==> src/include/colmix_settings.svh <==
// Colour mixer build settings

`ifndef COLMIX_SETTINGS_SVH
`define COLMIX_SETTINGS_SVH

// Palette byte address width
// 1024 entries of two bytes each
`define COLMIX_PAL_AW 11

// Clocks per pixel
// The palette fetch takes two clocks, one per byte
`define COLMIX_CEN_DIV 2

`endif

==> src/hw/colmix_pkg.sv <==
// Colour mixer shared types
`default_nettype none

`include "colmix_settings.svh"

package colmix_pkg;

    // One layer pixel, index 0 is transparent
    typedef struct packed {
        logic [3:0] bank;
        logic [3:0] idx;
    } layer_pxl_t;

    // Mixer decision for one pixel
    typedef struct packed {
        logic [9:0] entry;
        logic       shadow;
        logic       visible;
    } mix_pxl_t;

    // CPU palette access
    typedef struct packed {
        logic                       we;
        logic [`COLMIX_PAL_AW-1:0] addr;
        logic [7:0]                 data;
    } cpu_bus_t;

    // Palette word, as fetched bytes or as colour fields
    typedef union packed {
        struct packed {
            logic [7:0] hi;
            logic [7:0] lo;
        } bytes;
        struct packed {
            logic       pad;
            logic [4:0] blue;
            logic [4:0] green;
            logic [4:0] red;
        } chan;
    } pal_word_u;

    typedef struct packed {
        logic [7:0] red;
        logic [7:0] green;
        logic [7:0] blue;
    } rgb888_t;

endpackage

`default_nettype wire

==> src/hw/colour_out.sv <==
// Palette fetch and colour output
`timescale 1ns/1ps
`default_nettype none

`include "colmix_settings.svh"

module colour_out (
    input  logic                      clk,
    input  logic                      rst,
    input  logic                      pxl_cen,
    input  colmix_pkg::mix_pxl_t      mix,
    output logic [`COLMIX_PAL_AW-1:0] vid_addr,
    input  logic [7:0]                vid_data,
    output colmix_pkg::rgb888_t       rgb
);

    import colmix_pkg::*;

    localparam int PH_W = $clog2(`COLMIX_CEN_DIV);

    logic [PH_W-1:0] phase;
    logic            lo_sel;
    pal_word_u       word;
    logic            shadow_q;
    logic            visible_q;

    // 5 to 8 bit channel, shadow halves the level
    function automatic logic [7:0] expand(input logic [4:0] c, input logic shade);
        logic [7:0] res;
        if (shade) begin
            res = {1'b0, c, c[4:3]};
        end else begin
            res = {c, c[4:2]};
        end
        return res;
    endfunction

    // Clock count since the last pixel enable
    always_ff @(posedge clk) begin
        if (rst) begin
            phase <= '0;
        end else if (pxl_cen) begin
            phase <= '0;
        end else begin
            phase <= phase + PH_W'(1);
        end
    end

    // High byte first, then low byte
    assign lo_sel   = phase == PH_W'(1);
    assign vid_addr = {mix.entry, lo_sel};

    // Bytes arrive one clock after their address
    always_ff @(posedge clk) begin
        word.bytes.hi <= word.bytes.lo;
        word.bytes.lo <= vid_data;
    end

    always_ff @(posedge clk) begin
        if (rst) begin
            shadow_q  <= 1'b0;
            visible_q <= 1'b0;
            rgb       <= '0;
        end else if (pxl_cen) begin
            // Flags follow the word being fetched
            shadow_q  <= mix.shadow;
            visible_q <= mix.visible;
            if (visible_q) begin
                rgb.red   <= expand(word.chan.red, shadow_q);
                rgb.green <= expand(word.chan.green, shadow_q);
                rgb.blue  <= expand(word.chan.blue, shadow_q);
            end else begin
                rgb <= '0;
            end
        end
    end

    // The two-byte fetch needs the full pixel period
    a_cen_spacing: assert property (
        @(posedge clk) disable iff (rst)
        pxl_cen |=> !pxl_cen [*(`COLMIX_CEN_DIV - 1)]
    );

endmodule

`default_nettype wire

==> config.mk <==
export PLATFORM = sky130hd
export DESIGN_NAME = colour_out
export DESIGN_NICKNAME = d
export VERILOG_FILES = /design/src/hw/colmix_pkg.sv /design/src/hw/colour_out.sv
export VERILOG_INCLUDE_DIRS = /design/src /design/src/include
export SDC_FILE = /design/constraint.sdc
export NUM_CORES = 1
export LEC_CHECK = 0
export BUFFER_PORTS_ARGS = -buffer_cell sky130_fd_sc_hd__buf_2
export CELL_PAD_IN_SITES_DETAIL_PLACEMENT = 1
export CELL_PAD_IN_SITES_GLOBAL_PLACEMENT = 1
export CORE_MARGIN = 4
export CORE_UTILIZATION = 38
export CTS_CLUSTER_DIAMETER = 200
export CTS_CLUSTER_SIZE = 10
export DETAILED_ROUTE_END_ITERATION = 8
export PLACE_DENSITY_LB_ADDON = 0.12
export SKIP_LAST_GASP = 1
export SLEW_MARGIN = 30
export SYNTH_ARGS = -nofsm -noshare
export SYNTH_HDL_FRONTEND = slang
export SYNTH_SLANG_ARGS = --single-unit
==> constraint.sdc <==
create_clock -name clk -period 3.1 [get_ports clk]
set_input_delay 0.62 -clock clk [delete_from_list [all_inputs] [get_ports clk]]
set_output_delay 0.62 -clock clk [all_outputs]
set_load 0.02 [all_outputs]
# [After elaboration in Yosys (flattened, before gate mapping)]
# Index checks and enable logic that the tools add are counted.
[totals] register_bits=42 in_bits=23 output_inout_bits=35 wordCells=13
[classes] n_addsub=1 n_mux=4 n_reduce_logical=1
[ops] op="$mux W24" count=1
[ops] op="$mux W8" count=3
[ops] op="$reduce_or A2 Y1" count=1
[ops] op="$add A1 B1 Y1 const B" count=1

# [Logic depth before layout (Yosys ltp)]
# Gate-level depths: netlist of run 1.
[depth] word_depth=2 ltp_mapped=4 depth_no_buf=2

# [Least setup slack after synthesis of run 1]
# OpenSTA, ideal clock, no wires.
[synth_path] path_type="input to output" startpoint="in mix[11] (netlist name)" endpoint="out vid_addr[10]" arrival_ps=754 required_time_ps=2480 slack_ps=1726 cell_stages=1 n_path_buf=1 cell_sequence="buf_4"
[synth_rtl] element="start: declaration" line="colour_out.sv:11" rtl="input colmix_pkg::mix_pxl_t mix,"
[synth_rtl] element="end: declaration" line="colour_out.sv:12" rtl="output logic [`COLMIX_PAL_AW-1:0] vid_addr,"
# No word-level cell between the ends.

==> results.json, run 1 <==
{
  "combPwrFrac_pct": 6.4,
  "endpoint": "rgb[0]",
  "worstPathArrival_ns": 0.90,
  "p_sw_share_pct": 21.7,
  "grt-ovfl-total": 0,
  "critPathRequiredTime_ns": 2.48,
  "path_delay_family": "flip-flops",
  "fill_cells": 378,
  "syn_area_per_cell_um2": 13.1,
  "final_cell_area_um2": 1520,
  "cts_hold_buf": 0,
  "worstSetupEndpointType": "output pin",
  "sequentialPowerShare_pct": 54.1,
  "dp.final_hpwl_um": 1770,
  "synth_compound_area_share_pct": 15.2,
  "netlist.area_leader.share_pct": 52.3,
  "synth_simple_gate_area_share_pct": 6.08,
  "ctsRootBufferMaster": "clkbuf_4",
  "synth_top_family_by_area": "compound AO/OA/AOI/OAI gates",
  "initial_core_util_pct": 40.4,
  "crit_start": "rgb[5]",
  "die_h_um": 68.2,
  "via_count": 820,
  "status": "finished clean",
  "synth_cells": 105,
  "drive_above_1_share_pct": 45.7,
  "clkSinkCount": 36,
  "intPower_w": 0.000722,
  "place_area_um2": 1430,
  "drtIter0Drc": 27,
  "die-area_um2": 4660,
  "cts_made_buffers": 5,
  "finalCritPeriodShare_pct": 49.1,
  "drv_cap": 0,
  "period_needed_ns": 1.52,
  "drc": 0,
  "dr.pass1.iters": 3,
  "rrSetupSlack_ns": 1.98,
  "numPortBuffers": 37,
  "yosys_register_bits": 36,
  "finalSetupTns_ns": 0,
  "synth_area_leaders": "dfxtp_1 (52%), mux2i_1 (12%), o2bb2ai_2 (11%)",
  "yosysSeqAreaShare_pct": 52.3,
  "worstPathCellList": "buf_2",
  "grt_pass1_wl_um": 4110,
  "grt_pass1_vias": 862,
  "num_rows": 21,
  "fmax_mhz": 657,
  "core-area_um2": 3420,
  "cpMaxStageDelayCell": "dfxtp_1",
  "slew_viol_final": 0,
  "muxShareOfSynthArea_pct": 12.3,
  "r2r-end": "rgb[14]",
  "synth_area_leader_cell": "dfxtp_1",
  "cpPeakStageDelay_ns": 0.39,
  "maxSlewHeadroom_pct": 42.6,
  "setup_viol": 0,
  "drt-total-wl_um": 2500,
  "syn_nets": 128,
  "powerDensity_nw_per_um2": 606,
  "power.leakage_nw": 0.673,
  "cp.depth": 1,
  "ff2ff_path_depth": 2,
  "skew_ns": 0.00461,
  "n_antenna_cell": 0,
  "ant_nets": 0,
  "track_usage_pct": 12.2,
  "path_max_fanout": 3,
  "p_switching_w": 0.000200,
  "worst_pin_slew_ns": 0.860,
  "clk_latency_ns": 0.32,
  "io_pins": 58,
  "netlist_area_um2": 1380,
  "synth_fa_ha_area_share_pct": 0,
  "die_x_um": 68.2,
  "ctsResizeCount": 0,
  "fin_nets": 149,
  "clkTransAtPathRegs_ns": 0.10,
  "clkPwrFrac_pct": 39.5,
  "cts_tree": "done",
  "post_cts_buffers": 0,
  "ys_types": 13,
  "hold_violations": 0,
  "critical_path_class": "flip-flop to output pin",
  "r2r-start": "shadow_q",
  "hp-class": "flip-flop to flip-flop",
  "antenna_found_initial": 0,
  "avgViaCountPerCell": 4.74,
  "htreeDepth": 2,
  "path_buf_inv": 1,
  "grt_start_max_net_pins": 20,
  "max-clock-path-buffers": 2,
  "irDropWorstVdd_mv": 0.320,
  "gp_congestion": 0.667,
  "yosys_warnings": 0,
  "synth-xor-area-share_pct": 0,
  "rsz0062_at_grt": "no",
  "routedWlPerCell_um": 14.4,
  "synthToLayoutAreaGrowth_pct": 10.4,
  "cp-start-kind": "flip-flop"
}
metal layers:
| layer | wire length [um] | GRT usage, % | share of wire, % | vias up |
|---|---|---|---|---|
| li1 | - | - | - | 400 |
| met4 | 36 | 5.46 | 1.4 | 0 |
| met3 | 176 | 5.75 | 7.1 | 8 |
| met1 | 1070 | 13.7 | 43 | 386 |
| met2 | 1220 | 19.5 | 49 | 26 |
| met5 | 0 | 0 | 0 | - |
registers in the layout, summed over array words and instances, names as in the netlist:
name and cells:
lo_sel 1, rgb 18, word 15, visible_q 1, shadow_q 1
worst min path at each step:
stage / from / to / slack [ns] / cells past startpoint
3_3_place_gp: word[0] / word[8] / 0.37 / 0
3_5_place_dp: word[3] / word[11] / 0.36 / 0
6_report: word[3] / word[11] / 0.38 / 0
2_1_floorplan: word[2] / word[10] / 0.35 / 0
5_1_grt: vid_data[5] / word[5] / 0.35 / 1
4_1_cts: vid_data[6] / word[6] / 0.37 / 1
cells in the final DEF, fill, tap and decap left out, drive strengths merged:
cell type,Yosys,final
nor3,1,1
bufinv,0,1
buf,23,37
nand3b,1,1
a21oi,3,3
o2bb2ai,15,15
nor2,3,3
nand2b,3,3
nand4b,3,3
clkbuf,0,7
mux2i,17,17
dfxtp,36,36
synth_stat cells:
cell	instances
dfxtp_1	36
buf_4	17
mux2i_1	17
o2bb2ai_2	10
buf_6	6
o2bb2ai_1	5
a21oi_1	3
nand2b_1	3
nand4b_1	3
nor2_1	2
nand3b_4	1
nor2_2	1
nor3_1	1
final cells by class:
| cell class | count | area (um^2) | share of cell area, % |
|---|---|---|---|
| Clock inverter | 1 | 30.0 | 1.97 |
| Sequential cell | 36 | 722 | 47.4 |
| Timing Repair Buffer | 37 | 185 | 12.2 |
| Tap cell | 46 | 57.6 | 3.78 |
| Clock buffer | 7 | 65.1 | 4.27 |
| Multi-Input combinational cell | 46 | 463 | 30.4 |
power by group through the flow:
| stage | Clock [W] | Sequential [W] | Combinational, W |
|---|---|---|---|
| after floorplan | 0 | 0.000506 | 0.0000688 |
| after global placement | 0 | 0.000510 | 0.0000597 |
| after detailed placement | 0 | 0.000510 | 0.0000603 |
| after CTS | 0.000374 | 0.000499 | 0.0000606 |
| after global routing | 0.000399 | 0.000503 | 0.0000648 |
| final | 0.000364 | 0.000499 | 0.0000591 |
per-stage QoR:
step / setup slack, ns / util [%] / total power, W / hold slack [ns] / std cells
final: 1.58 / 44.6 / 0.000922 / 0.378 / 173
after global routing: 1.50 / 44.6 / 0.000966 / 0.353 / 173
after CTS: 1.56 / 44.5 / 0.000934 / 0.374 / 173
after detailed placement: 1.31 / 41.8 / 0.000570 / 0.364 / 165
after global placement: 1.33 / 41.8 / 0.000569 / 0.366 / 165
after floorplan: 1.73 / - / 0.000575 / 0.350 / 105
cells by family after synthesis:
kind of cell	after synthesis
muxes	17
AOI/OAI and AO/OA	18
buffers and inverters	23
DFF	36
and+or+nand+nor	11
Note: power is estimated with default switching activity, not from simulation.
==> run 2: changes to the inputs <==
- CORE_UTILIZATION: 38 -> 32
- clock period: 3.1 -> 1.3 ns (I/O delays scaled with it)
==> results.json, run 2 (synthesis results as in run 1) <==
{
  "drc": 0,
  "worst_hold_slack_ns": 0.0763,
  "place_inst": 172,
  "critical_path_class": "flip-flop to output pin",
  "gp_congestion": 0.709,
  "max-clock-path-buffers": 2,
  "skew_ns": 0.00333,
  "track_usage_pct": 10.6,
  "fill_cells": 460,
  "r2r-start": "visible_q",
  "finalCritPeriodShare_pct": 84.8,
  "hold_depth": 1,
  "min_to": "word[3]",
  "rrSetupSlack_ns": 0.31,
  "drv_cap": 0,
  "r2r-end": "rgb[20]",
  "die_h_um": 73.6,
  "clkSinkCount": 36,
  "top_regs": "rgb x18, word x15",
  "post-place-ws_ns": -0.0387,
  "avgViaCountPerCell": 4.69,
  "core-area_um2": 4090,
  "num_rows": 23,
  "routedWlPerCell_um": 14.4,
  "critPathRequiredTime_ns": 1.04,
  "grt_start_max_net_pins": 20,
  "via_count": 844,
  "ctsResizeCount": 0,
  "clkTransAtPathRegs_ns": 0.07,
  "cpPeakStageDelay_ns": 0.38,
  "final_cell_count_no_fill": 180,
  "rsz0062_at_grt": "no",
  "cts_hold_buf": 0,
  "slew_viol_final": 0,
  "period_needed_ns": 1.10,
  "drive_above_1_share_pct": 44.6,
  "fin_nets": 152,
  "n_antenna_cell": 0,
  "path_buf_inv": 1,
  "worst_pin_slew_ns": 0.872,
  "ff2ff_path_depth": 2,
  "fin_ws_ns": 0.198,
  "seq_area_um2": 721,
  "dr.pass1.iters": 2,
  "cts_tree": "done",
  "final_common_cell": "buf_2",
  "worstSetupEndpointType": "output pin",
  "io_pins": 58,
  "grt-ovfl-total": 0,
  "hold_violations": 0,
  "initial_core_util_pct": 33.7,
  "hp-start": "vid_data[3]",
  "cp-start-kind": "flip-flop",
  "cpMaxStageDelayCell": "dfxtp_1",
  "htreeDepth": 2,
  "grt_pass1_vias": 852,
  "maxSlewHeadroom_pct": 41.8,
  "setup_viol": 0,
  "ant_nets": 0,
  "multi_input_area_um2": 463,
  "irDropWorstVdd_mv": 0.565,
  "hp-class": "input pin to flip-flop",
  "path_delay_family": "flip-flops",
  "regMostFlops": "rgb",
  "dp.final_hpwl_um": 1840,
  "cts_made_buffers": 5,
  "antenna_found_initial": 0,
  "synthToLayoutAreaGrowth_pct": 12.5,
  "numPortBuffers": 37,
  "die_x_um": 73.6,
  "worstPathArrival_ns": 0.84,
  "powerDensity_nw_per_um2": 1350,
  "power.leakage_nw": 0.682,
  "clk_latency_ns": 0.28,
  "die-area_um2": 5420,
  "path_max_fanout": 3,
  "final_cell_mix": "buf_2 (37), dfxtp_1 (36), mux2i_1 (17)",
  "grt_pass1_wl_um": 4240,
  "drtIter0Drc": 26,
  "largest_reg_flops": 18,
  "drt-total-wl_um": 2600,
  "ctsRootBufferMaster": "clkbuf_8",
  "post_cts_buffers": 0,
  "status": "finished clean",
  "fmax_mhz": 907,
  "worstPathCellList": "buf_2"
}
## run 2: cell count changes in the layout (fill, tap and decap cells not counted)
| cell | before | now |
|---|---|---|
| clkbuf_4 | 5 | 0 |
| clkbuf_8 | 2 | 5 |
| buf_4 | 0 | 2 |
| clkbuf_1 | 0 | 2 |
| buf_12 | 0 | 1 |
| bufinv_16 | 1 | 0 |
| clkinv_4 | 0 | 1 |
| dfxtp_1 | 35 | 36 |
| dfxtp_2 | 1 | 0 |
## run 2: worst max path at each step
stage          startpoint      end  cells past startpoint
3_5_place_dp      pxl_cen  rgb[20]                      3
2_1_floorplan    shadow_q  rgb[14]                      4
5_1_grt           rgb[22]  rgb[22]                      1
3_3_place_gp      pxl_cen  rgb[20]                      3
4_1_cts            rgb[6]   rgb[6]                      1
6_report           rgb[5]   rgb[5]                      1
## run 2: power by group
part / switching (W) / internal [W] / total [W]
registers: 0.0000316 / 0.00115 / 0.00118
clock network: 0.000373 / 0.000382 / 0.000755
logic: 0.0000916 / 0.0000758 / 0.000167
## run 2: layout make-up
class / instances / share of cell area (%)
clock inverters: 1 / 0.565
repair buffers: 40 / 14.2
multi-input cells: 46 / 29.8
well taps: 50 / 4.03
clock buffers: 7 / 4.92
flip-flops and latches: 36 / 46.5
## run 2: metrics by stage
| stage | utilization (%) | setup TNS, ns | instance area (um^2) | total power, W |
|---|---|---|---|---|
| 2_1_floorplan | - | 0 | 1380 | 0.00137 |
| 3_3_place_gp | 35.9 | -0.0508 | 1470 | 0.00137 |
| 3_5_place_dp | 35.9 | -0.182 | 1470 | 0.00137 |
| 4_1_cts | 38.0 | 0 | 1550 | 0.00214 |
| 5_1_grt | 38.0 | 0 | 1550 | 0.00221 |
| 6_report | 38.0 | 0 | 1550 | 0.00210 |
## run 2: routing by layer
layer	GRT usage, %	share of wire, %
met2	16.1	48
met4	6.64	2.2
met3	3.97	8.3
met1	12.4	41
met5	0	0
==> run 3: changes to the inputs <==
- clock period: 1.3 -> 0.95 ns (I/O delays scaled with it)
==> results.json, run 3 (synthesis results as in run 1) <==
{
  "finalCritPeriodShare_pct": 101,
  "critical_path_class": "flip-flop to flip-flop",
  "min_to": "word[7]",
  "worstPathArrival_ns": 1.13,
  "grt_start_max_net_pins": 16,
  "regMostFlops": "rgb",
  "core-area_um2": 4090,
  "grt_pass1_wl_um": 4720,
  "ctsRootBufferMaster": "clkbuf_8",
  "cpMaxStageDelayCell": "dfxtp_2",
  "irDropWorstVdd_mv": 1.56,
  "period_needed_ns": 0.959,
  "drt-total-wl_um": 2910,
  "clk_latency_ns": 0.28,
  "n_antenna_cell": 0,
  "violations": "setup timing",
  "dr.pass1.iters": 4,
  "worstSetupEndpointType": "flip-flop",
  "fin_ws_ns": -0.00918,
  "initial_core_util_pct": 33.7,
  "final_common_cell": "buf_6",
  "power.leakage_nw": 0.826,
  "cp-start-kind": "flip-flop",
  "worstPathCellList": "buf_4 > mux2i_2 > o2bb2ai_2",
  "clkPwrFrac_pct": 35.7,
  "setup_viol": 4,
  "die-area_um2": 5420,
  "fmax_mhz": 1040,
  "routedWlPerCell_um": 14.6,
  "drive_above_1_share_pct": 69.3,
  "ff2ff_path_depth": 3,
  "sequentialPowerShare_pct": 53.5,
  "powerDensity_nw_per_um2": 1560,
  "clkTransAtPathRegs_ns": 0.07,
  "die_x_um": 73.6,
  "path_buf_inv": 1,
  "rrSetupSlack_ns": -0.009,
  "maxUsedRoutingLayer": "met4",
  "hp-class": "input pin to flip-flop",
  "htreeDepth": 2,
  "io_pins": 58,
  "critPathRequiredTime_ns": 1.12,
  "slew_viol_final": 0,
  "final_util_pct": 47.8,
  "max-clock-path-buffers": 2,
  "grt_pass1_vias": 977,
  "largest_reg_flops": 18,
  "die_h_um": 73.6,
  "cts_made_buffers": 5,
  "hp-start": "vid_data[7]",
  "p_switching_w": 0.000693,
  "num_rows": 23,
  "wl_met3_um": 204,
  "wl_met1_um": 1190,
  "dp.final_hpwl_um": 1910,
  "status": "complete, but fails checks",
  "hold_depth": 1,
  "via_count": 919,
  "path_max_fanout": 6,
  "wl_met2_um": 1460,
  "drtIter0Drc": 29,
  "drv_cap": 0,
  "fin_nets": 172,
  "r2r-end": "rgb[12]",
  "synthToLayoutAreaGrowth_pct": 41.7,
  "place_area_um2": 1500,
  "grt-ovfl-total": 0,
  "ant_nets": 0,
  "path_delay_family": "flip-flops",
  "antenna_found_initial": 0,
  "drc": 0,
  "fill_cells": 436,
  "rsz0062_at_grt": "yes",
  "final_cell_mix": "buf_6 (25), dfxtp_2 (20), buf_4 (19)",
  "skew_ns": 0.00761,
  "avgViaCountPerCell": 4.60,
  "cts_tree": "done",
  "gp_congestion": 0.678,
  "r2r-start": "shadow_q",
  "cpPeakStageDelay_ns": 0.36,
  "combPwrFrac_pct": 10.9,
  "track_usage_pct": 11.7,
  "hold_violations": 0,
  "intPower_w": 0.00235,
  "maxSlewHeadroom_pct": 87.4,
  "final_cell_area_um2": 1950,
  "top_regs": "rgb x18, word x15",
  "clkSinkCount": 36,
  "p_sw_share_pct": 22.8,
  "numPortBuffers": 37,
  "crit_start": "shadow_q",
  "worst_pin_slew_ns": 0.184
}
-- run 3: through the flow --
stage | hold slack, ns | TNS [ns] | setup WS, ns | instances | total power [W]
2_1_floorplan | 0.218 | -0.0950 | -0.0158 | 105 | 0.00188
3_3_place_gp | 0.292 | 0 | 0.0188 | 175 | 0.00190
3_5_place_dp | 0.294 | -0.0160 | -0.0160 | 175 | 0.00190
4_1_cts | 0.00121 | -0.0579 | -0.0140 | 198 | 0.00306
5_1_grt | 0.00271 | -0.702 | -0.0426 | 200 | 0.00320
6_report | 0.0118 | -0.0165 | -0.00918 | 200 | 0.00304
-- run 3: power groups by stage --
| stage | Combinational, W | Clock [W] | Sequential, W |
|---|---|---|---|
| 6_report | 0.000331 | 0.00109 | 0.00163 |
| 5_1_grt | 0.000357 | 0.00121 | 0.00163 |
| 4_1_cts | 0.000309 | 0.00113 | 0.00162 |
| 3_5_place_dp | 0.000254 | 0 | 0.00165 |
| 3_3_place_gp | 0.000250 | 0 | 0.00164 |
| 2_1_floorplan | 0.000225 | 0 | 0.00165 |
-- run 3: per-layer routing --
metal  global-route usage (%)  up-vias
li1                         -      445
met1                     13.8      432
met3                     3.69       13
met4                     6.04        0
met5                        0        -
met2                     18.9       29
-- run 3: worst max-delay path by stage --
| stage | end | slack (ns) | cells past startpoint |
|---|---|---|---|
| CTS | rgb[8] | -0.01 | 1 |
| detailed placement | rgb[2] | -0.02 | 3 |
| global route | rgb[10] | -0.04 | 3 |
| floorplan | rgb[14] | -0.02 | 4 |
| global placement | rgb[5] | 0.02 | 3 |
| finish | rgb[12] | -0.009 | 3 |
-- run 3: layout make-up --
class	count	area (um^2)	share of cell area, %
tap	50	62.6	3.20
clock buffer	8	90.1	4.61
sequential	36	746	38.2
timing repair buffer	60	544	27.9
multi-input combinational	46	510	26.1
-- run 3: timing repair --
| action | CTS | global route |
|---|---|---|
| buffers inserted | 13 | 2 |
| hold buffers | 2 | 0 |
| pin swaps | 1 | 0 |
| endpoints found under the hold margin | 2 | 0 |
| cloned | 0 | 0 |
| setup endpoints to repair | 30 | 31 |
| gates resized for setup | 64 | 15 |
-- run 3: worst register-to-register path: stages (launching register included) --
cell	delay (ns)
dfxtp_2	0.36
buf_4	0.19
mux2i_2	0.24
o2bb2ai_2	0.06
