### src/include/colmix_settings.svh
// Colour mixer build settings

`ifndef COLMIX_SETTINGS_SVH
`define COLMIX_SETTINGS_SVH

// Palette byte address width
// 1024 entries of two bytes each
`define COLMIX_PAL_AW 11

// Clocks per pixel
// The palette fetch takes two clocks, one per byte
`define COLMIX_CEN_DIV 2

`endif

### src/hw/colmix_pkg.sv
// Colour mixer shared types
`default_nettype none

`include "colmix_settings.svh"

package colmix_pkg;

    // One layer pixel, index 0 is transparent
    typedef struct packed {
        logic [3:0] bank;
        logic [3:0] idx;
    } layer_pxl_t;

    // Mixer decision for one pixel
    typedef struct packed {
        logic [9:0] entry;
        logic       shadow;
        logic       visible;
    } mix_pxl_t;

    // CPU palette access
    typedef struct packed {
        logic                       we;
        logic [`COLMIX_PAL_AW-1:0] addr;
        logic [7:0]                 data;
    } cpu_bus_t;

    // Palette word, as fetched bytes or as colour fields
    typedef union packed {
        struct packed {
            logic [7:0] hi;
            logic [7:0] lo;
        } bytes;
        struct packed {
            logic       pad;
            logic [4:0] blue;
            logic [4:0] green;
            logic [4:0] red;
        } chan;
    } pal_word_u;

    typedef struct packed {
        logic [7:0] red;
        logic [7:0] green;
        logic [7:0] blue;
    } rgb888_t;

endpackage

`default_nettype wire

### src/hw/layer_prio.sv
// Layer priority selection
`timescale 1ns/1ps
`default_nettype none

module layer_prio (
    input  logic                   clk,
    input  logic                   rst,
    input  logic                   pxl_cen,
    input  colmix_pkg::layer_pxl_t lyr_fix,
    input  colmix_pkg::layer_pxl_t lyr_a,
    input  colmix_pkg::layer_pxl_t lyr_b,
    input  colmix_pkg::layer_pxl_t lyr_obj,
    input  logic [1:0]             prio_mode,
    input  logic                   crt_kill,
    input  logic                   lhbl,
    input  logic                   lvbl,
    output colmix_pkg::mix_pxl_t   mix
);

    import colmix_pkg::*;

    // Layer codes, also the top bits of the palette entry
    localparam logic [1:0] LYR_B   = 2'd0;
    localparam logic [1:0] LYR_A   = 2'd1;
    localparam logic [1:0] LYR_OBJ = 2'd2;
    localparam logic [1:0] LYR_FIX = 2'd3;

    // Search order per mode, first entry has the highest priority
    localparam logic [1:0] ORDER [4][4] = '{
        '{LYR_FIX, LYR_OBJ, LYR_A,   LYR_B  },
        '{LYR_FIX, LYR_A,   LYR_OBJ, LYR_B  },
        '{LYR_FIX, LYR_A,   LYR_B,   LYR_OBJ},
        '{LYR_FIX, LYR_OBJ, LYR_B,   LYR_A  }
    };

    logic [3:0] opaque;
    logic       obj_shadow;
    logic [3:0] sel;
    logic [1:0] win_code;
    layer_pxl_t win_pxl;
    mix_pxl_t   mix_nx;

    // Transparency per layer, objects with index 15 are shadows
    always_comb begin
        obj_shadow       = &lyr_obj.idx;
        opaque[LYR_FIX]  = |lyr_fix.idx;
        opaque[LYR_A]    = |lyr_a.idx;
        opaque[LYR_B]    = |lyr_b.idx;
        opaque[LYR_OBJ]  = |lyr_obj.idx & ~obj_shadow;
    end

    // First opaque layer in the mode order wins
    always_comb begin
        logic found;
        found = 1'b0;
        sel   = '0;
        for (int k = 0; k < 4; k++) begin
            if (!found && opaque[ORDER[prio_mode][k]]) begin
                sel[ORDER[prio_mode][k]] = 1'b1;
                found = 1'b1;
            end
        end
        // Nothing opaque, the back layer shows
        if (!(|opaque)) begin
            sel[LYR_B] = 1'b1;
        end
        if (crt_kill) begin
            sel = '0;
            sel[LYR_FIX] = 1'b1;
        end
    end

    always_comb begin
        if (sel[LYR_FIX]) begin
            win_code = LYR_FIX;
        end else if (sel[LYR_OBJ]) begin
            win_code = LYR_OBJ;
        end else if (sel[LYR_A]) begin
            win_code = LYR_A;
        end else begin
            win_code = LYR_B;
        end
        case (win_code)
            LYR_FIX: win_pxl = lyr_fix;
            LYR_OBJ: win_pxl = lyr_obj;
            LYR_A:   win_pxl = lyr_a;
            default: win_pxl = lyr_b;
        endcase
        mix_nx.entry   = {win_code, win_pxl};
        mix_nx.shadow  = obj_shadow & ~crt_kill;
        mix_nx.visible = lhbl & lvbl;
    end

    always_ff @(posedge clk) begin
        if (rst) begin
            mix <= '0;
        end else if (pxl_cen) begin
            mix <= mix_nx;
        end
    end

    // One winner per pixel needs every layer in each mode order
    a_one_layer: assert property (
        @(posedge clk) disable iff (rst) pxl_cen |-> $onehot(sel)
    );

endmodule

`default_nettype wire

### config.mk
export PLATFORM = sky130hd
export DESIGN_NAME = layer_prio
export DESIGN_NICKNAME = d
export VERILOG_FILES = /design/src/hw/colmix_pkg.sv /design/src/hw/layer_prio.sv
export VERILOG_INCLUDE_DIRS = /design/src /design/src/include
export SDC_FILE = /design/constraint.sdc
export NUM_CORES = 1
export LEC_CHECK = 0
export ABC_CLOCK_PERIOD_IN_PS = 2880
export BUFFER_PORTS_ARGS = -buffer_cell sky130_fd_sc_hd__buf_2
export CAP_MARGIN = 20
export CORE_MARGIN = 2
export CORE_UTILIZATION = 32
export CTS_CLUSTER_DIAMETER = 60
export DETAILED_ROUTE_END_ITERATION = 10
export SYNTH_ARGS = -nofsm -noshare
export SYNTH_HDL_FRONTEND = slang
export SYNTH_SLANG_ARGS = --single-unit
### constraint.sdc
create_clock -name clk -period 2.88 [get_ports clk]
set_input_delay 0.144 -clock clk [delete_from_list [all_inputs] [get_ports clk]]
set_output_delay 0.144 -clock clk [all_outputs]
set_load 0.01 [all_outputs]
Word level (Yosys, flattened, before mapping)
Index checks and enable logic that the tools add are counted.
{ "word_totals": {"register_bits": 12, "inputBits": 40, "out_inout_bits": 12, "word_cells": 72} }
{ "classes": {"n_lt_le_gt_ge": 9, "eq_ne": 3, "n_mux": 32, "bitwise_logic": 9, "n_reduce_logical": 16} }
{ "op_table": {"columns": ["cell", "n"], "rows": [
  ["$pmux 8 s3", 1],
  ["$mux 4", 5],
  ["$bmux 8 s2", 1],
  ["$mux 8", 2],
  ["$reduce_or 4->1", 4],
  ["$mux 1", 13],
  ["$reduce_or 13->1", 1],
  ["$lt 2x3->1 const B", 4],
  ["$or 4x4->4", 3],
  ["$bmux 1 s2", 4],
  ["$demux 1 s2", 4],
  ["$ge 2x1->1 const B", 4],
  ["$logic_and 1x1->1", 7],
  ["$eq 2x2->1 const B", 2],
  ["$mux 2", 2],
  ["$reduce_and 4->1", 1],
  ["$and 1x1->1", 3],
  ["$ge 3x3->1 const B", 1],
  ["$logic_not 1->1", 3],
  ["$not 2->3", 1],
  ["$eq 2x1->1 const B", 1],
  ["$not 1->1", 2]
]} }

Logic depth before layout (Yosys ltp)
Gate-level depths: netlist of the first run.
{ "depth": {"depth_word": 23, "depth_mapped": 9} }

Worst setup path before layout of the first run
OpenSTA, ideal clock, no wires.
{ "synth_timing": {"path_kind": "in2reg", "startpoint": "input port lyr_a[1] (netlist name)", "endpoint": "register mix[10] (netlist name)", "t_arrival_ps": 1626, "required_ps": 2807, "path_slack_ps": 1181, "cell_stages": 7, "path_buffers": 1, "cell_sequence": "or4_4 a21oi_2 nand2_2 o21a_1 buf_2 o211a_1 nor3_2"} }
{ "synth_via": {"elab_chain_len": 17, "elab_cells_between_ends": 29, "cone_classes": "mux: 19; bitwise: 3; reduce/logical: 7"} }
{ "synth_rtl": {"columns": ["element", "line_no", "source"], "rows": [
  ["start, declared", "layer_prio.sv:10", "input colmix_pkg::layer_pxl_t lyr_a,"],
  ["$reduce_or 4->1 (*)", "layer_prio.sv:47", "opaque[LYR_A] = |lyr_a.idx;"],
  ["$bmux 1 s2", "layer_prio.sv:58", "if (!found && opaque[ORDER[prio_mode][k]]) begin"],
  ["$mux 1 (implied by the code)", "layer_prio.sv:58", null],
  ["$mux 1", "layer_prio.sv:58", null],
  ["$logic_not 1->1", "layer_prio.sv:58", null],
  ["$logic_and 1x1->1", "layer_prio.sv:58", null],
  ["$mux 1", "layer_prio.sv:58", null],
  ["$logic_not 1->1", "layer_prio.sv:58", null],
  ["$logic_and 1x1->1", "layer_prio.sv:58", null],
  ["$mux 1", "layer_prio.sv:58", null],
  ["$logic_not 1->1", "layer_prio.sv:58", null],
  ["$logic_and 1x1->1", "layer_prio.sv:58", null],
  ["$mux 4 (*)", "layer_prio.sv:58", null],
  ["$mux 4 (*)", "layer_prio.sv:67", "if (crt_kill) begin"],
  ["$mux 1", "layer_prio.sv:78", "end else if (sel[LYR_A]) begin"],
  ["$mux 2", "layer_prio.sv:76", "end else if (sel[LYR_OBJ]) begin"],
  ["$mux 2 (*)", "layer_prio.sv:74", "if (sel[LYR_FIX]) begin"],
  ["end signal, assigned", "layer_prio.sv:98", "mix <= mix_nx;"],
  ["end, declared", "layer_prio.sv:17", "output colmix_pkg::mix_pxl_t mix"]
]} }
Mark *: on every way between the ends. The rest lies on a longest branch, timed or not. The select of a mux whose other input is x is not followed.
A chain may end at the register's enable or synchronous reset.

Final worst setup path of the first run
{ "layout_timing": {"startpoint": "input port lyr_obj[1] (netlist name)", "endpoint": "register mix[9] (netlist name)"} }
{ "layout_via": {"elab_chain_len": 21, "elab_cells_between_ends": 36, "cone_classes": "eq/ne: 3; mux: 20; bitwise: 5; reduce/logical: 8"} }
{ "layout_rtl": {"columns": ["element", "line_no", "source"], "rows": [
  ["start, declared", "layer_prio.sv:12", "input colmix_pkg::layer_pxl_t lyr_obj,"],
  ["$reduce_and 4->1", "layer_prio.sv:45", "obj_shadow = &lyr_obj.idx;"],
  ["$not 1->1", "layer_prio.sv:49", "opaque[LYR_OBJ] = |lyr_obj.idx & ~obj_shadow;"],
  ["$and 1x1->1 (*)", "layer_prio.sv:49", null],
  ["$bmux 1 s2", "layer_prio.sv:58", null],
  ["$mux 1 (implied by the code)", "layer_prio.sv:58", null],
  ["$mux 1", "layer_prio.sv:58", null],
  ["$logic_not 1->1", "layer_prio.sv:58", null],
  ["$logic_and 1x1->1", "layer_prio.sv:58", null],
  ["[5 not listed]", null, null],
  ["$logic_and 1x1->1", "layer_prio.sv:58", null],
  ["$mux 4 (*)", "layer_prio.sv:58", null],
  ["$mux 4 (*)", "layer_prio.sv:67", null],
  ["$mux 1", "layer_prio.sv:78", null],
  ["$mux 2", "layer_prio.sv:76", null],
  ["$mux 2 (*)", "layer_prio.sv:74", null],
  ["$eq 2x1->1 or $eq 2x2->1 (tied branches)", "layer_prio.sv:83", "case (win_code)"],
  ["$pmux 8 s3 (*)", "layer_prio.sv:83", null]
]} }
Marked as above.

==> tab_implementation.tex, run 1 <==
\begin{tabular}{lr}
\hline
Metric & Value \\
\hline
\multicolumn{2}{l}{\textbf{Layout}} \\
Layout Area Growth over Synthesis & 28.4\% \\
Max reg flops & 12 \\
Area of all placed cells without fillers & 0.00140 sq mm \\
Registers with the most flip-flops & mix (12) \\
Ratio of cells with drive above 1 in the final layout & 0.366 \\
Post-Route Utilization & 0.423 \\
Largest register by flop count & mix \\
Total number of nets in the final design & 231 \\
Diodes inserted & 0 \\
\multicolumn{2}{l}{\textbf{Run}} \\
Maximum Capacitance Violations & 0 \\
\multicolumn{2}{l}{\textbf{Global routing}} \\
Global Route Usage Sum & 0.165 \\
Largest net degree at the start of global routing & 21 \\
Global route total overflow & 0 \\
Initial antenna violation count & 0 \\
Global-route wire length before repair & 5.20 mm \\
Vias in the first global route & 1126 \\
\multicolumn{2}{l}{\textbf{Hold path}} \\
Path type of the worst min-delay path & in2reg \\
Worst min-delay path startpoint & lyr\_obj[5] \\
Endpoint, Worst Hold & mix[7] \\
Min-Delay Path Depth & 3 \\
\multicolumn{2}{l}{\textbf{Floorplanning}} \\
IO Count & 52 \\
Total Die Area & a little under 0.004 sq mm \\
Height of the die & 62.4 um \\
DIE WIDTH & 62.4 um \\
Area of the core & 0.00331 sq mm \\
Site row count & 21 \\
Initial cell density of the core & 0.330 \\
\multicolumn{2}{l}{\textbf{Synth}} \\
Seq/Total Area, Yosys & 0.220 \\
Total standard cell area after synthesis & 0.00109 sq mm \\
Mean instance size in the synthesized netlist & 8.14 sq um \\
Seq cells post-synth & 12 \\
Nets in the synthesized netlist & 180 \\
Number of warnings issued by yosys & 0 \\
Synthesized instance count & 134 \\
Synth unique cells & 46 \\
\multicolumn{2}{l}{\textbf{Placed design}} \\
Detail Placement HPWL & between 2 and 3 mm \\
Worst slack, placed & between 0.6 and 0.7 ns \\
Port bufs & about 50 \\
Routability congestion estimate from global placement & 0.815 \\
Placement Cell Area & 0.00138 sq mm \\
\multicolumn{2}{l}{\textbf{Route}} \\
Total Wirelength & between 3 and 4 mm \\
Routed Antenna Nets & 0 \\
Drt first pass iters & 4 \\
Drt initial violations & between 100 and 150 \\
Vias & 1227 \\
Routed len/inst & 13.9 um \\
Residual DRC & 0 \\
DR vias/cell & around 5.4 \\
\multicolumn{2}{l}{\textbf{Pwr}} \\
Worst IR Drop VDD & 0.0940 mV \\
Share of total power in the clock network & 0.244 \\
Power spent charging and discharging nets & approximately 0.13 mW \\
P per Cell Area & 295 mW/mm\^{}2 \\
Combinational share of power & 0.317 \\
Leak Pwr & 0.562 nW \\
Internal cell power & 0.282 mW \\
Register share of total power & 0.439 \\
Sw frac & 0.318 \\
\multicolumn{2}{l}{\textbf{Clock network}} \\
Number of clock buffers inserted by TritonCTS & 3 \\
Max Root-Sink Buffers & 2 \\
Clock tree root buffer cell & sky130\_fd\_sc\_hd\_\_clkbuf\_4 \\
Clock transition time at the flip-flop clock pins of the worst setup and hold paths & 0.08 ns \\
Insertion delay of the later-clocked pin in the worst-skew pair & roughly 0.26 ns \\
Count of instances resized after the clock tree is built & 0 \\
Hold bufs inserted after CTS & 0 \\
CTS Sinks & 12 \\
Post-CTS Setup Inserts & 0 \\
CTS tree & built \\
Count of H-tree levels built during CTS & 1 \\
\multicolumn{2}{l}{\textbf{Outcome}} \\
Run status & finished, final reports clean \\
\multicolumn{2}{l}{\textbf{Timing}} \\
Number of slew-limit violations in the final report & 0 \\
Post-Route Setup TNS & 0 ns \\
Final Skew & 0 ns \\
Unrepaired setup endpoints after global routing & false \\
Highest Clock Rate & 0.513 GHz \\
Post-route fraction of the period consumed by the critical path & 0.677 \\
Worst-case headroom to the max-slew limit & 0.617 \\
Final setup violating endpoints & 0 \\
Actual slew at the worst max-slew pin & 0.574 ns \\
Final number of hold-violating endpoints & 0 \\
Post-route worst setup slack & approximately 0.93 ns \\
Final critical delay including setup and external delays & 1.95 ns \\
\multicolumn{2}{l}{\textbf{Critical path}} \\
Worst Setup Start Kind & input pin \\
Worst Setup End Kind & register \\
Critical path fanouts, max & 9 \\
Reg-to-reg critical path endpoint & mix[3] \\
Critical path data arrival time & about 2.1 ns \\
Number of cell instances on the worst register-to-register path & 4 \\
CP Data Required Time & 3.07 ns \\
Critical path type & in2reg \\
Reg-to-reg critical path startpoint & mix[3] \\
Slack of the worst reg-to-reg path & 2.04 ns \\
\hline
\end{tabular}
-- synthesized netlist by cell type (all sizes together) --
master	number	area (sq um)
o211ai	8	60.1
a22o	1	17.5
inv	5	18.8
nand4	1	6.26
o21ai	9	45.0
a211oi	2	27.5
clkbuf	2	7.51
or4	2	18.8
o21a	1	7.51
a21boi	4	30.0
nand2b	3	18.8
nor2b	3	18.8
or3	1	6.26
o22ai	2	18.8
buf	4	25.0
o31ai	8	60.1
nand2	3	13.8
o211a	1	10.0
o2bb2ai	1	8.76
nor3	2	15.0
a211o	1	8.76
or2b	1	7.51
nand3	3	15.0
o32ai	1	8.76
a2111oi	1	27.5
nand3b	1	7.51
mux2i	1	10.0
and4	1	8.76
a31oi	9	62.6
a311oi	1	15.0
nor2	20	75.1
dfxtp	12	240
ha	6	75.1
nor4	4	46.3
a21oi	9	48.8
-- worst max path at each step --
| stage | startpoint | to | slack (ns) |
|---|---|---|---|
| finish | lyr_obj[1] | mix[9] | 0.93 |
| detailed placement | lyr_obj[1] | mix[6] | 0.65 |
| CTS | lyr_b[1] | mix[2] | 0.91 |
| global placement | lyr_obj[1] | mix[6] | 0.65 |
| floorplan | lyr_a[1] | mix[10] | 1.18 |
| global route | lyr_obj[1] | mix[9] | 0.58 |
-- worst max-delay path: stages --
cell	delay (ns)
sky130_fd_sc_hd__buf_2	0.11
sky130_fd_sc_hd__nor4_1	0.44
sky130_fd_sc_hd__o21ai_0	0.25
sky130_fd_sc_hd__a21oi_1	0.48
sky130_fd_sc_hd__a211o_1	0.38
sky130_fd_sc_hd__o211ai_1	0.14
sky130_fd_sc_hd__a31oi_1	0.19
-- area by class of cell --
class	count	area, sq um
repair buffers	52	263
clock buffers	3	22.5
multi-input cells	111	800
flip-flops and latches	12	240
well taps	46	57.6
inverters	5	18.8
fillers	365	1910
-- kinds of logic after synthesis --
logic type | after synthesis | synth area share
and+or+nand+nor | 45 | 0.236
AOI/OAI and AO/OA | 59 | 0.419
adders and majority gates | 6 | 0.0688
buffers and inverters | 11 | 0.0470
muxes | 1 | 0.00917
DFF | 12 | 0.220
-- routing by layer --
layer,GRT usage,part of all wire,vias to the layer above
li1,-,-,615
met1,0.212,0.46,558
met2,0.276,0.46,50
met3,0.0234,0.069,4
met4,0.0750,0.015,0
met5,0,0,-
-- power groups by stage --
stage          sequential (mW)  combinational (mW)  clock, mW
6_report                 0.181               0.131      0.101
5_1_grt                  0.182               0.145      0.109
4_1_cts                  0.181               0.131      0.106
3_5_place_dp             0.185               0.130          0
3_3_place_gp             0.185               0.129          0
2_1_floorplan            0.190              0.0681          0
-- layout by cell type (no fill, tap or decap), types with 4 or more instances in the layout --
cell type / count
sky130_fd_sc_hd__o21ai_0: 9
sky130_fd_sc_hd__a21boi_0: 4
sky130_fd_sc_hd__buf_2: 51
sky130_fd_sc_hd__inv_1: 5
sky130_fd_sc_hd__nor2_1: 20
sky130_fd_sc_hd__a31oi_1: 8
sky130_fd_sc_hd__a21oi_1: 8
sky130_fd_sc_hd__ha_1: 6
sky130_fd_sc_hd__dfxtp_1: 12
sky130_fd_sc_hd__o211ai_1: 8
sky130_fd_sc_hd__o31ai_1: 8
-- metrics by stage --
| stage | power [mW] | hold slack (ns) | cells |
|---|---|---|---|
| floorplan | 0.258 | 0.303 | 134 |
| global placement | 0.314 | 0.419 | 226 |
| detailed placement | 0.315 | 0.426 | 226 |
| CTS | 0.418 | 0.133 | 229 |
| global route | 0.436 | 0.157 | 229 |
| finish | 0.413 | 0.139 | 229 |
No activity file was read; power rests on OpenSTA's default activity.
==> run 2: changes to the inputs <==
--- a/config.mk
+++ b/config.mk
@@ -6,7 +6,7 @@
 export SDC_FILE = /design/constraint.sdc
 export NUM_CORES = 1
 export LEC_CHECK = 0
-export ABC_CLOCK_PERIOD_IN_PS = 2880
+export ABC_CLOCK_PERIOD_IN_PS = 1600
 export BUFFER_PORTS_ARGS = -buffer_cell sky130_fd_sc_hd__buf_2
 export CAP_MARGIN = 20
 export CORE_MARGIN = 2
==> constraint.sdc (replaced) <==
create_clock -name clk -period 1.6 [get_ports clk]
set_input_delay 0.08 -clock clk [delete_from_list [all_inputs] [get_ports clk]]
set_output_delay 0.08 -clock clk [all_outputs]
set_load 0.01 [all_outputs]
==> run 2 against run 1 <==
Against the previous run: the flow now finishes with violations (negative setup slack); combinational power rose to 2.5 times the previous value; utilization increased by 14 points; clock skew stayed put; critical path depth grew 2; die area did not move; sequential share of layout area fell by 4.2 points; global-route usage is 2.3 points higher; via count increased by 15%; design area grew 33%; non-clock buffer count grew 34; cell count is 15% higher; wire length is 22% higher; highest routed layer unchanged.
==> tab_implementation.tex, run 2 (synthesized netlist as in run 1, its figures left out) <==
\begin{tabular}{lr}
\hline
Metric & Value \\
\hline
\multicolumn{2}{l}{\textbf{Layout}} \\
Ratio of cells with drive above 1 in the final layout & 0.569 \\
Number of filler instances in the final layout & between 300 and 400 \\
Footprint of the flip-flops and latches & 240 sq um \\
Multi-input gate area & 961 sq um \\
Final Instance Count excl. Fillers & 264 \\
Layout Area Growth over Synthesis & 70.8\% \\
Max reg flops & 12 \\
Post-Route Utilization & 0.563 \\
Diodes inserted & 0 \\
Total number of nets in the final design & about 270 \\
Most common cell after layout, fill and taps aside & sky130\_fd\_sc\_hd\_\_buf\_2 \\
Area of all placed cells without fillers & about 0.0019 sq mm \\
Largest register by flop count & mix \\
Registers with the most flip-flops & mix (12) \\
Most frequent cells in the layout & sky130\_fd\_sc\_hd\_\_buf\_2, sky130\_fd\_sc\_hd\_\_buf\_4, sky130\_fd\_sc\_hd\_\_nor2\_1 \\
\multicolumn{2}{l}{\textbf{Critical path}} \\
Worst Setup End Kind & register \\
CP Data Required Time & about 1.8 ns \\
Worst Setup Start Kind & input pin \\
Critical path fanouts, max & 6 \\
Critical path data arrival time & 1.81 ns \\
Critical path type & in2reg \\
\multicolumn{2}{l}{\textbf{Pwr}} \\
Leak Pwr & 0.767 nW \\
Worst IR Drop VDD & 0.150 mV \\
Share of total power in the clock network & 0.272 \\
P per Cell Area & 482 mW/mm\^{}2 \\
Final Total Pwr & $\sim$0.9 mW \\
Combinational share of power & 0.365 \\
Register share of total power & 0.363 \\
Sw frac & 0.313 \\
Power spent charging and discharging nets & 0.281 mW \\
Internal cell power & 0.617 mW \\
\multicolumn{2}{l}{\textbf{Floorplanning}} \\
Site row count & 21 \\
Height of the die & about 62 um \\
Total Die Area & 0.00389 sq mm \\
Initial cell density of the core & 0.330 \\
Area of the core & 0.00331 sq mm \\
IO Count & 52 \\
DIE WIDTH & 62.4 um \\
\multicolumn{2}{l}{\textbf{Clock network}} \\
CTS tree & built \\
CTS Sinks & 12 \\
Hold bufs inserted after CTS & 0 \\
Clock transition time at the flip-flop clock pins of the worst setup and hold paths & 0.08 ns \\
Max Root-Sink Buffers & 2 \\
Count of H-tree levels built during CTS & 1 \\
Insertion delay of the later-clocked pin in the worst-skew pair & $\sim$0.27 ns \\
Number of clock buffers inserted by TritonCTS & 3 \\
Clock tree root buffer cell & sky130\_fd\_sc\_hd\_\_clkbuf\_4 \\
\multicolumn{2}{l}{\textbf{Timing}} \\
Actual slew at the worst max-slew pin & 0.339 ns \\
Post-Route Setup TNS & -0.0336 ns \\
Unrepaired setup endpoints after global routing & true \\
Final critical delay including setup and external delays & $\sim$1.6 ns \\
Post-route fraction of the period consumed by the critical path & 1.01 \\
Worst-case headroom to the max-slew limit & 0.774 \\
Number of slew-limit violations in the final report & 0 \\
Post-route worst setup slack & -0.0170 ns \\
Highest Clock Rate & roughly 0.6 GHz \\
Final hold slack & 0.0746 ns \\
Final number of hold-violating endpoints & 0 \\
Final Skew & 0 ns \\
Final setup violating endpoints & 2 \\
\multicolumn{2}{l}{\textbf{Route}} \\
Residual DRC & 0 \\
Drt initial violations & 117 \\
Drt first pass iters & 4 \\
Vias & 1406 \\
DR vias/cell & 5.33 \\
Total Wirelength & 3.88 mm \\
Routed Antenna Nets & 0 \\
Routed len/inst & 14.7 um \\
\multicolumn{2}{l}{\textbf{Placed design}} \\
Number of placed instances with taps included & approximately 250 \\
Port bufs & between 50 and 60 \\
Routability congestion estimate from global placement & 0.833 \\
Detail Placement HPWL & $\sim$2.8 mm \\
Placement Cell Area & 0.00160 sq mm \\
Worst slack, placed & -0.381 ns \\
\multicolumn{2}{l}{\textbf{Global routing}} \\
Largest net degree at the start of global routing & 20 \\
Global-route wire length before repair & $\sim$6.1 mm \\
Vias in the first global route & 1325 \\
Global route total overflow & 0 \\
Global Route Usage Sum & 0.189 \\
Initial antenna violation count & 0 \\
\multicolumn{2}{l}{\textbf{Outcome}} \\
Failing checks & negative setup slack \\
Run status & complete, but fails checks \\
\multicolumn{2}{l}{\textbf{Hold path}} \\
Path type of the worst min-delay path & in2reg \\
\multicolumn{2}{l}{\textbf{Run}} \\
Maximum Capacitance Violations & 0 \\
\hline
\end{tabular}
run 2: cell count changes in the layout (fill, tap and decap cells not counted), sizes merged:
cell,before,now
buf,52,85
clkbuf,3,5
run 2: final timing paths:
path / from / endpoint / slack, ns / depth (start not counted)
worst max-delay path: lyr_a[2] / mix[3] / -0.02 / 9
worst min-delay path: lyr_obj[4] / mix[6] / 0.07 / 3
worst max register to register: mix[2] / mix[2] / 0.77 / 4
worst min register to register: mix[0] / mix[0] / 0.47 / 2
run 2: worst max-delay path: stages:
cell	delay (ns)
sky130_fd_sc_hd__buf_4	0.13
sky130_fd_sc_hd__or4_4	0.57
sky130_fd_sc_hd__a21oi_4	0.20
sky130_fd_sc_hd__nand2_4	0.10
sky130_fd_sc_hd__buf_6	0.13
sky130_fd_sc_hd__a211oi_4	0.20
sky130_fd_sc_hd__buf_6	0.17
sky130_fd_sc_hd__o31ai_1	0.07
sky130_fd_sc_hd__a31oi_1	0.16
run 2: cell type report:
| class | count | share of cell area |
|---|---|---|
| repair buffers | 86 | 0.292 |
| multi-input cells | 111 | 0.516 |
| well taps | 46 | 0.0309 |
| flip-flops and latches | 12 | 0.129 |
| inverters | 5 | 0.0128 |
| clock buffers | 4 | 0.0195 |
run 2: power by group through the flow:
stage | sequential, mW | clock (mW) | combinational, mW
floorplan | 0.341 | 0 | 0.129
global route | 0.329 | 0.277 | 0.356
global placement | 0.332 | 0 | 0.276
finish | 0.326 | 0.244 | 0.328
detailed placement | 0.333 | 0 | 0.282
CTS | 0.326 | 0.254 | 0.298
run 2: repair_timing:
action	in CTS	in global routing
setup endpoints to repair	9	8
buffers inserted	4	4
gates resized for setup	12	28
pin swaps	5	17
run 2: routing by layer:
metal	part of all wire	routed length (um)	track usage
met1	0.42	1630	0.242
met2	0.51	1960	0.332
met3	0.066	255	0.0270
met4	0.0075	29	0.0500
met5	0	0	0
==> run 3: changes to the inputs <==
--- a/config.mk
+++ b/config.mk
@@ -10,9 +10,11 @@
 export BUFFER_PORTS_ARGS = -buffer_cell sky130_fd_sc_hd__buf_2
 export CAP_MARGIN = 20
 export CORE_MARGIN = 2
-export CORE_UTILIZATION = 32
+export CORE_UTILIZATION = 41
 export CTS_CLUSTER_DIAMETER = 60
 export DETAILED_ROUTE_END_ITERATION = 10
+export PLACE_DENSITY = 0.75
+export SETUP_SLACK_MARGIN = 0.1
 export SYNTH_ARGS = -nofsm -noshare
 export SYNTH_HDL_FRONTEND = slang
 export SYNTH_SLANG_ARGS = --single-unit
==> run 3 against run 2 <==
Against the previous run: sequential cell count did not move; global-route usage rose by 7.0 points; design area increased by 9.7%; cell count decreased by 6.1%; the flow still finishes with violations (negative setup slack); critical endpoint is now mix[9]; fmax fell by 7.3%; sequential power hardly changed; highest routed layer unchanged; non-clock buffer count fell by 1.
==> tab_implementation.tex, run 3 (synthesized netlist as in run 1, its figures left out) <==
\begin{tabular}{lr}
\hline
Metric & Value \\
\hline
\multicolumn{2}{l}{\textbf{Global routing}} \\
Global route total overflow & 0 \\
Global Route Usage Sum & 0.259 \\
Vias in the first global route & 1457 \\
Global-route wire length before repair & 6.48 mm \\
Initial antenna violation count & 0 \\
Largest net degree at the start of global routing & 20 \\
\multicolumn{2}{l}{\textbf{Pwr}} \\
Register share of total power & 0.335 \\
Leak Pwr & 0.808 nW \\
P per Cell Area & approximately 480 mW/mm\^{}2 \\
Final Total Pwr & 0.975 mW \\
Share of total power in the clock network & 0.261 \\
Internal cell power & 0.643 mW \\
Combinational share of power & 0.404 \\
Worst IR Drop VDD & around 0.43 mV \\
Power spent charging and discharging nets & 0.331 mW \\
Sw frac & 0.340 \\
\multicolumn{2}{l}{\textbf{Outcome}} \\
Run status & complete, but fails checks \\
Failing checks & negative setup slack \\
\multicolumn{2}{l}{\textbf{Placed design}} \\
Port bufs & between 50 and 60 \\
Detail Placement HPWL & 2.83 mm \\
Worst slack, placed & -0.374 ns \\
Routability congestion estimate from global placement & around 0.95 \\
Placement Cell Area & 0.00157 sq mm \\
\multicolumn{2}{l}{\textbf{Clock network}} \\
Insertion delay of the later-clocked pin in the worst-skew pair & 0.28 ns \\
CTS Sinks & 12 \\
Clock transition time at the flip-flop clock pins of the worst setup and hold paths & $\sim$0.08 ns \\
Clock tree root buffer cell & sky130\_fd\_sc\_hd\_\_clkbuf\_4 \\
Max Root-Sink Buffers & 2 \\
Count of H-tree levels built during CTS & 1 \\
Number of clock buffers inserted by TritonCTS & 3 \\
CTS tree & built \\
\multicolumn{2}{l}{\textbf{Layout}} \\
Most common cell after layout, fill and taps aside & sky130\_fd\_sc\_hd\_\_buf\_2 \\
Ratio of cells with drive above 1 in the final layout & 0.615 \\
Max reg flops & 12 \\
Number of filler instances in the final layout & 147 \\
Total number of nets in the final design & roughly 270 \\
Layout Area Growth over Synthesis & 87.4\% \\
Most frequent cells in the layout & sky130\_fd\_sc\_hd\_\_buf\_2, sky130\_fd\_sc\_hd\_\_buf\_4, sky130\_fd\_sc\_hd\_\_nor2\_1 \\
Area of all placed cells without fillers & 0.00204 sq mm \\
Diodes inserted & 0 \\
Registers with the most flip-flops & mix (12) \\
Largest register by flop count & mix \\
\multicolumn{2}{l}{\textbf{Floorplanning}} \\
IO Count & 52 \\
DIE WIDTH & 55.6 um \\
Total Die Area & between 0.003 and 0.004 sq mm \\
Area of the core & 0.00250 sq mm \\
Height of the die & approximately 56 um \\
Initial cell density of the core & 0.436 \\
Site row count & 18 \\
\multicolumn{2}{l}{\textbf{Route}} \\
Routed len/inst & between 20 and 25 um \\
Routed Antenna Nets & 0 \\
Vias & 1596 \\
Residual DRC & 0 \\
Drt first pass iters & 4 \\
Total Wirelength & a little under 5 mm \\
DR vias/cell & 6.44 \\
Drt initial violations & between 100 and 150 \\
\multicolumn{2}{l}{\textbf{Critical path}} \\
CP Data Required Time & 1.75 ns \\
Worst Setup Start Kind & input pin \\
Critical path data arrival time & 1.89 ns \\
Critical path type & in2reg \\
Critical path fanouts, max & 4 \\
Worst Setup End Kind & register \\
\multicolumn{2}{l}{\textbf{Timing}} \\
Unrepaired setup endpoints after global routing & true \\
Post-route fraction of the period consumed by the critical path & 1.09 \\
Actual slew at the worst max-slew pin & 0.414 ns \\
Post-Route Setup TNS & -0.608 ns \\
Final critical delay including setup and external delays & 1.74 ns \\
Highest Clock Rate & 0.573 GHz \\
Final hold slack & 0.0695 ns \\
Final setup violating endpoints & 9 \\
Number of slew-limit violations in the final report & 0 \\
Post-route worst setup slack & -0.144 ns \\
Final number of hold-violating endpoints & 0 \\
Worst-case headroom to the max-slew limit & 0.722 \\
Final Skew & 0 ns \\
\multicolumn{2}{l}{\textbf{Hold path}} \\
Path type of the worst min-delay path & in2reg \\
\multicolumn{2}{l}{\textbf{Run}} \\
Maximum Capacitance Violations & 0 \\
\hline
\end{tabular}
[run 3: metrics by stage]
step / utilization / std cells
finish: 0.818 / 248
global route: 0.818 / 248
CTS: 0.717 / 242
detailed placement: 0.630 / 235
global placement: 0.630 / 235
floorplan: - / 134
[run 3: layout make-up]
cell class | count | area [sq um] | area share
clock buffer | 4 | 36.3 | 0.0177
inverter | 5 | 23.8 | 0.0116
multi-input combinational | 112 | 1130 | 0.554
sequential | 12 | 240 | 0.118
tap | 30 | 37.5 | 0.0184
timing repair buffer | 85 | 574 | 0.281
[run 3: power groups by stage]
stage	Sequential (mW)	Clock (mW)	Combinational (mW)
after global placement	0.332	0	0.270
after floorplan	0.341	0	0.129
final	0.327	0.254	0.394
after detailed placement	0.333	0	0.279
after global routing	0.329	0.268	0.415
after CTS	0.325	0.255	0.320
[run 3: final timing paths]
kind              slack (ns)        from      to  depth (start not counted)
hold reg to reg         0.48      mix[0]  mix[0]                          2
hold / removal          0.07        lhbl  mix[0]                          3
setup / recovery       -0.14  lyr_fix[0]  mix[9]                          9
setup reg to reg        0.67      mix[4]  mix[4]                          4
[run 3: timing repair]
| item | in CTS | in global routing |
|---|---|---|
| gates resized for setup | 36 | 44 |
| gates cloned | 0 | 1 |
| setup buffers | 3 | 5 |
| hold buffers | 0 | 0 |
| endpoints found under the hold margin | 0 | 0 |
| pin swaps | 17 | 25 |
| endpoints found under the setup margin | 10 | 10 |
[run 3: critical path, cell delays in order]
cell and delay [ns]:
sky130_fd_sc_hd__buf_6 0.10, sky130_fd_sc_hd__nor4_4 0.43, sky130_fd_sc_hd__buf_4 0.22, sky130_fd_sc_hd__o22ai_2 0.07, sky130_fd_sc_hd__o2bb2ai_2 0.16, sky130_fd_sc_hd__nand4_1 0.26, sky130_fd_sc_hd__buf_6 0.24, sky130_fd_sc_hd__o31ai_2 0.24
sky130_fd_sc_hd__a31oi_1 0.09
[run 3: routing by layer]
layer / track usage / vias to the layer above / share of wire
li1: - / 694 / -
met1: 0.319 / 750 / 0.37
met2: 0.418 / 119 / 0.49
met3: 0.0349 / 33 / 0.093
met4: 0.171 / 0 / 0.056
met5: 0 / - / 0
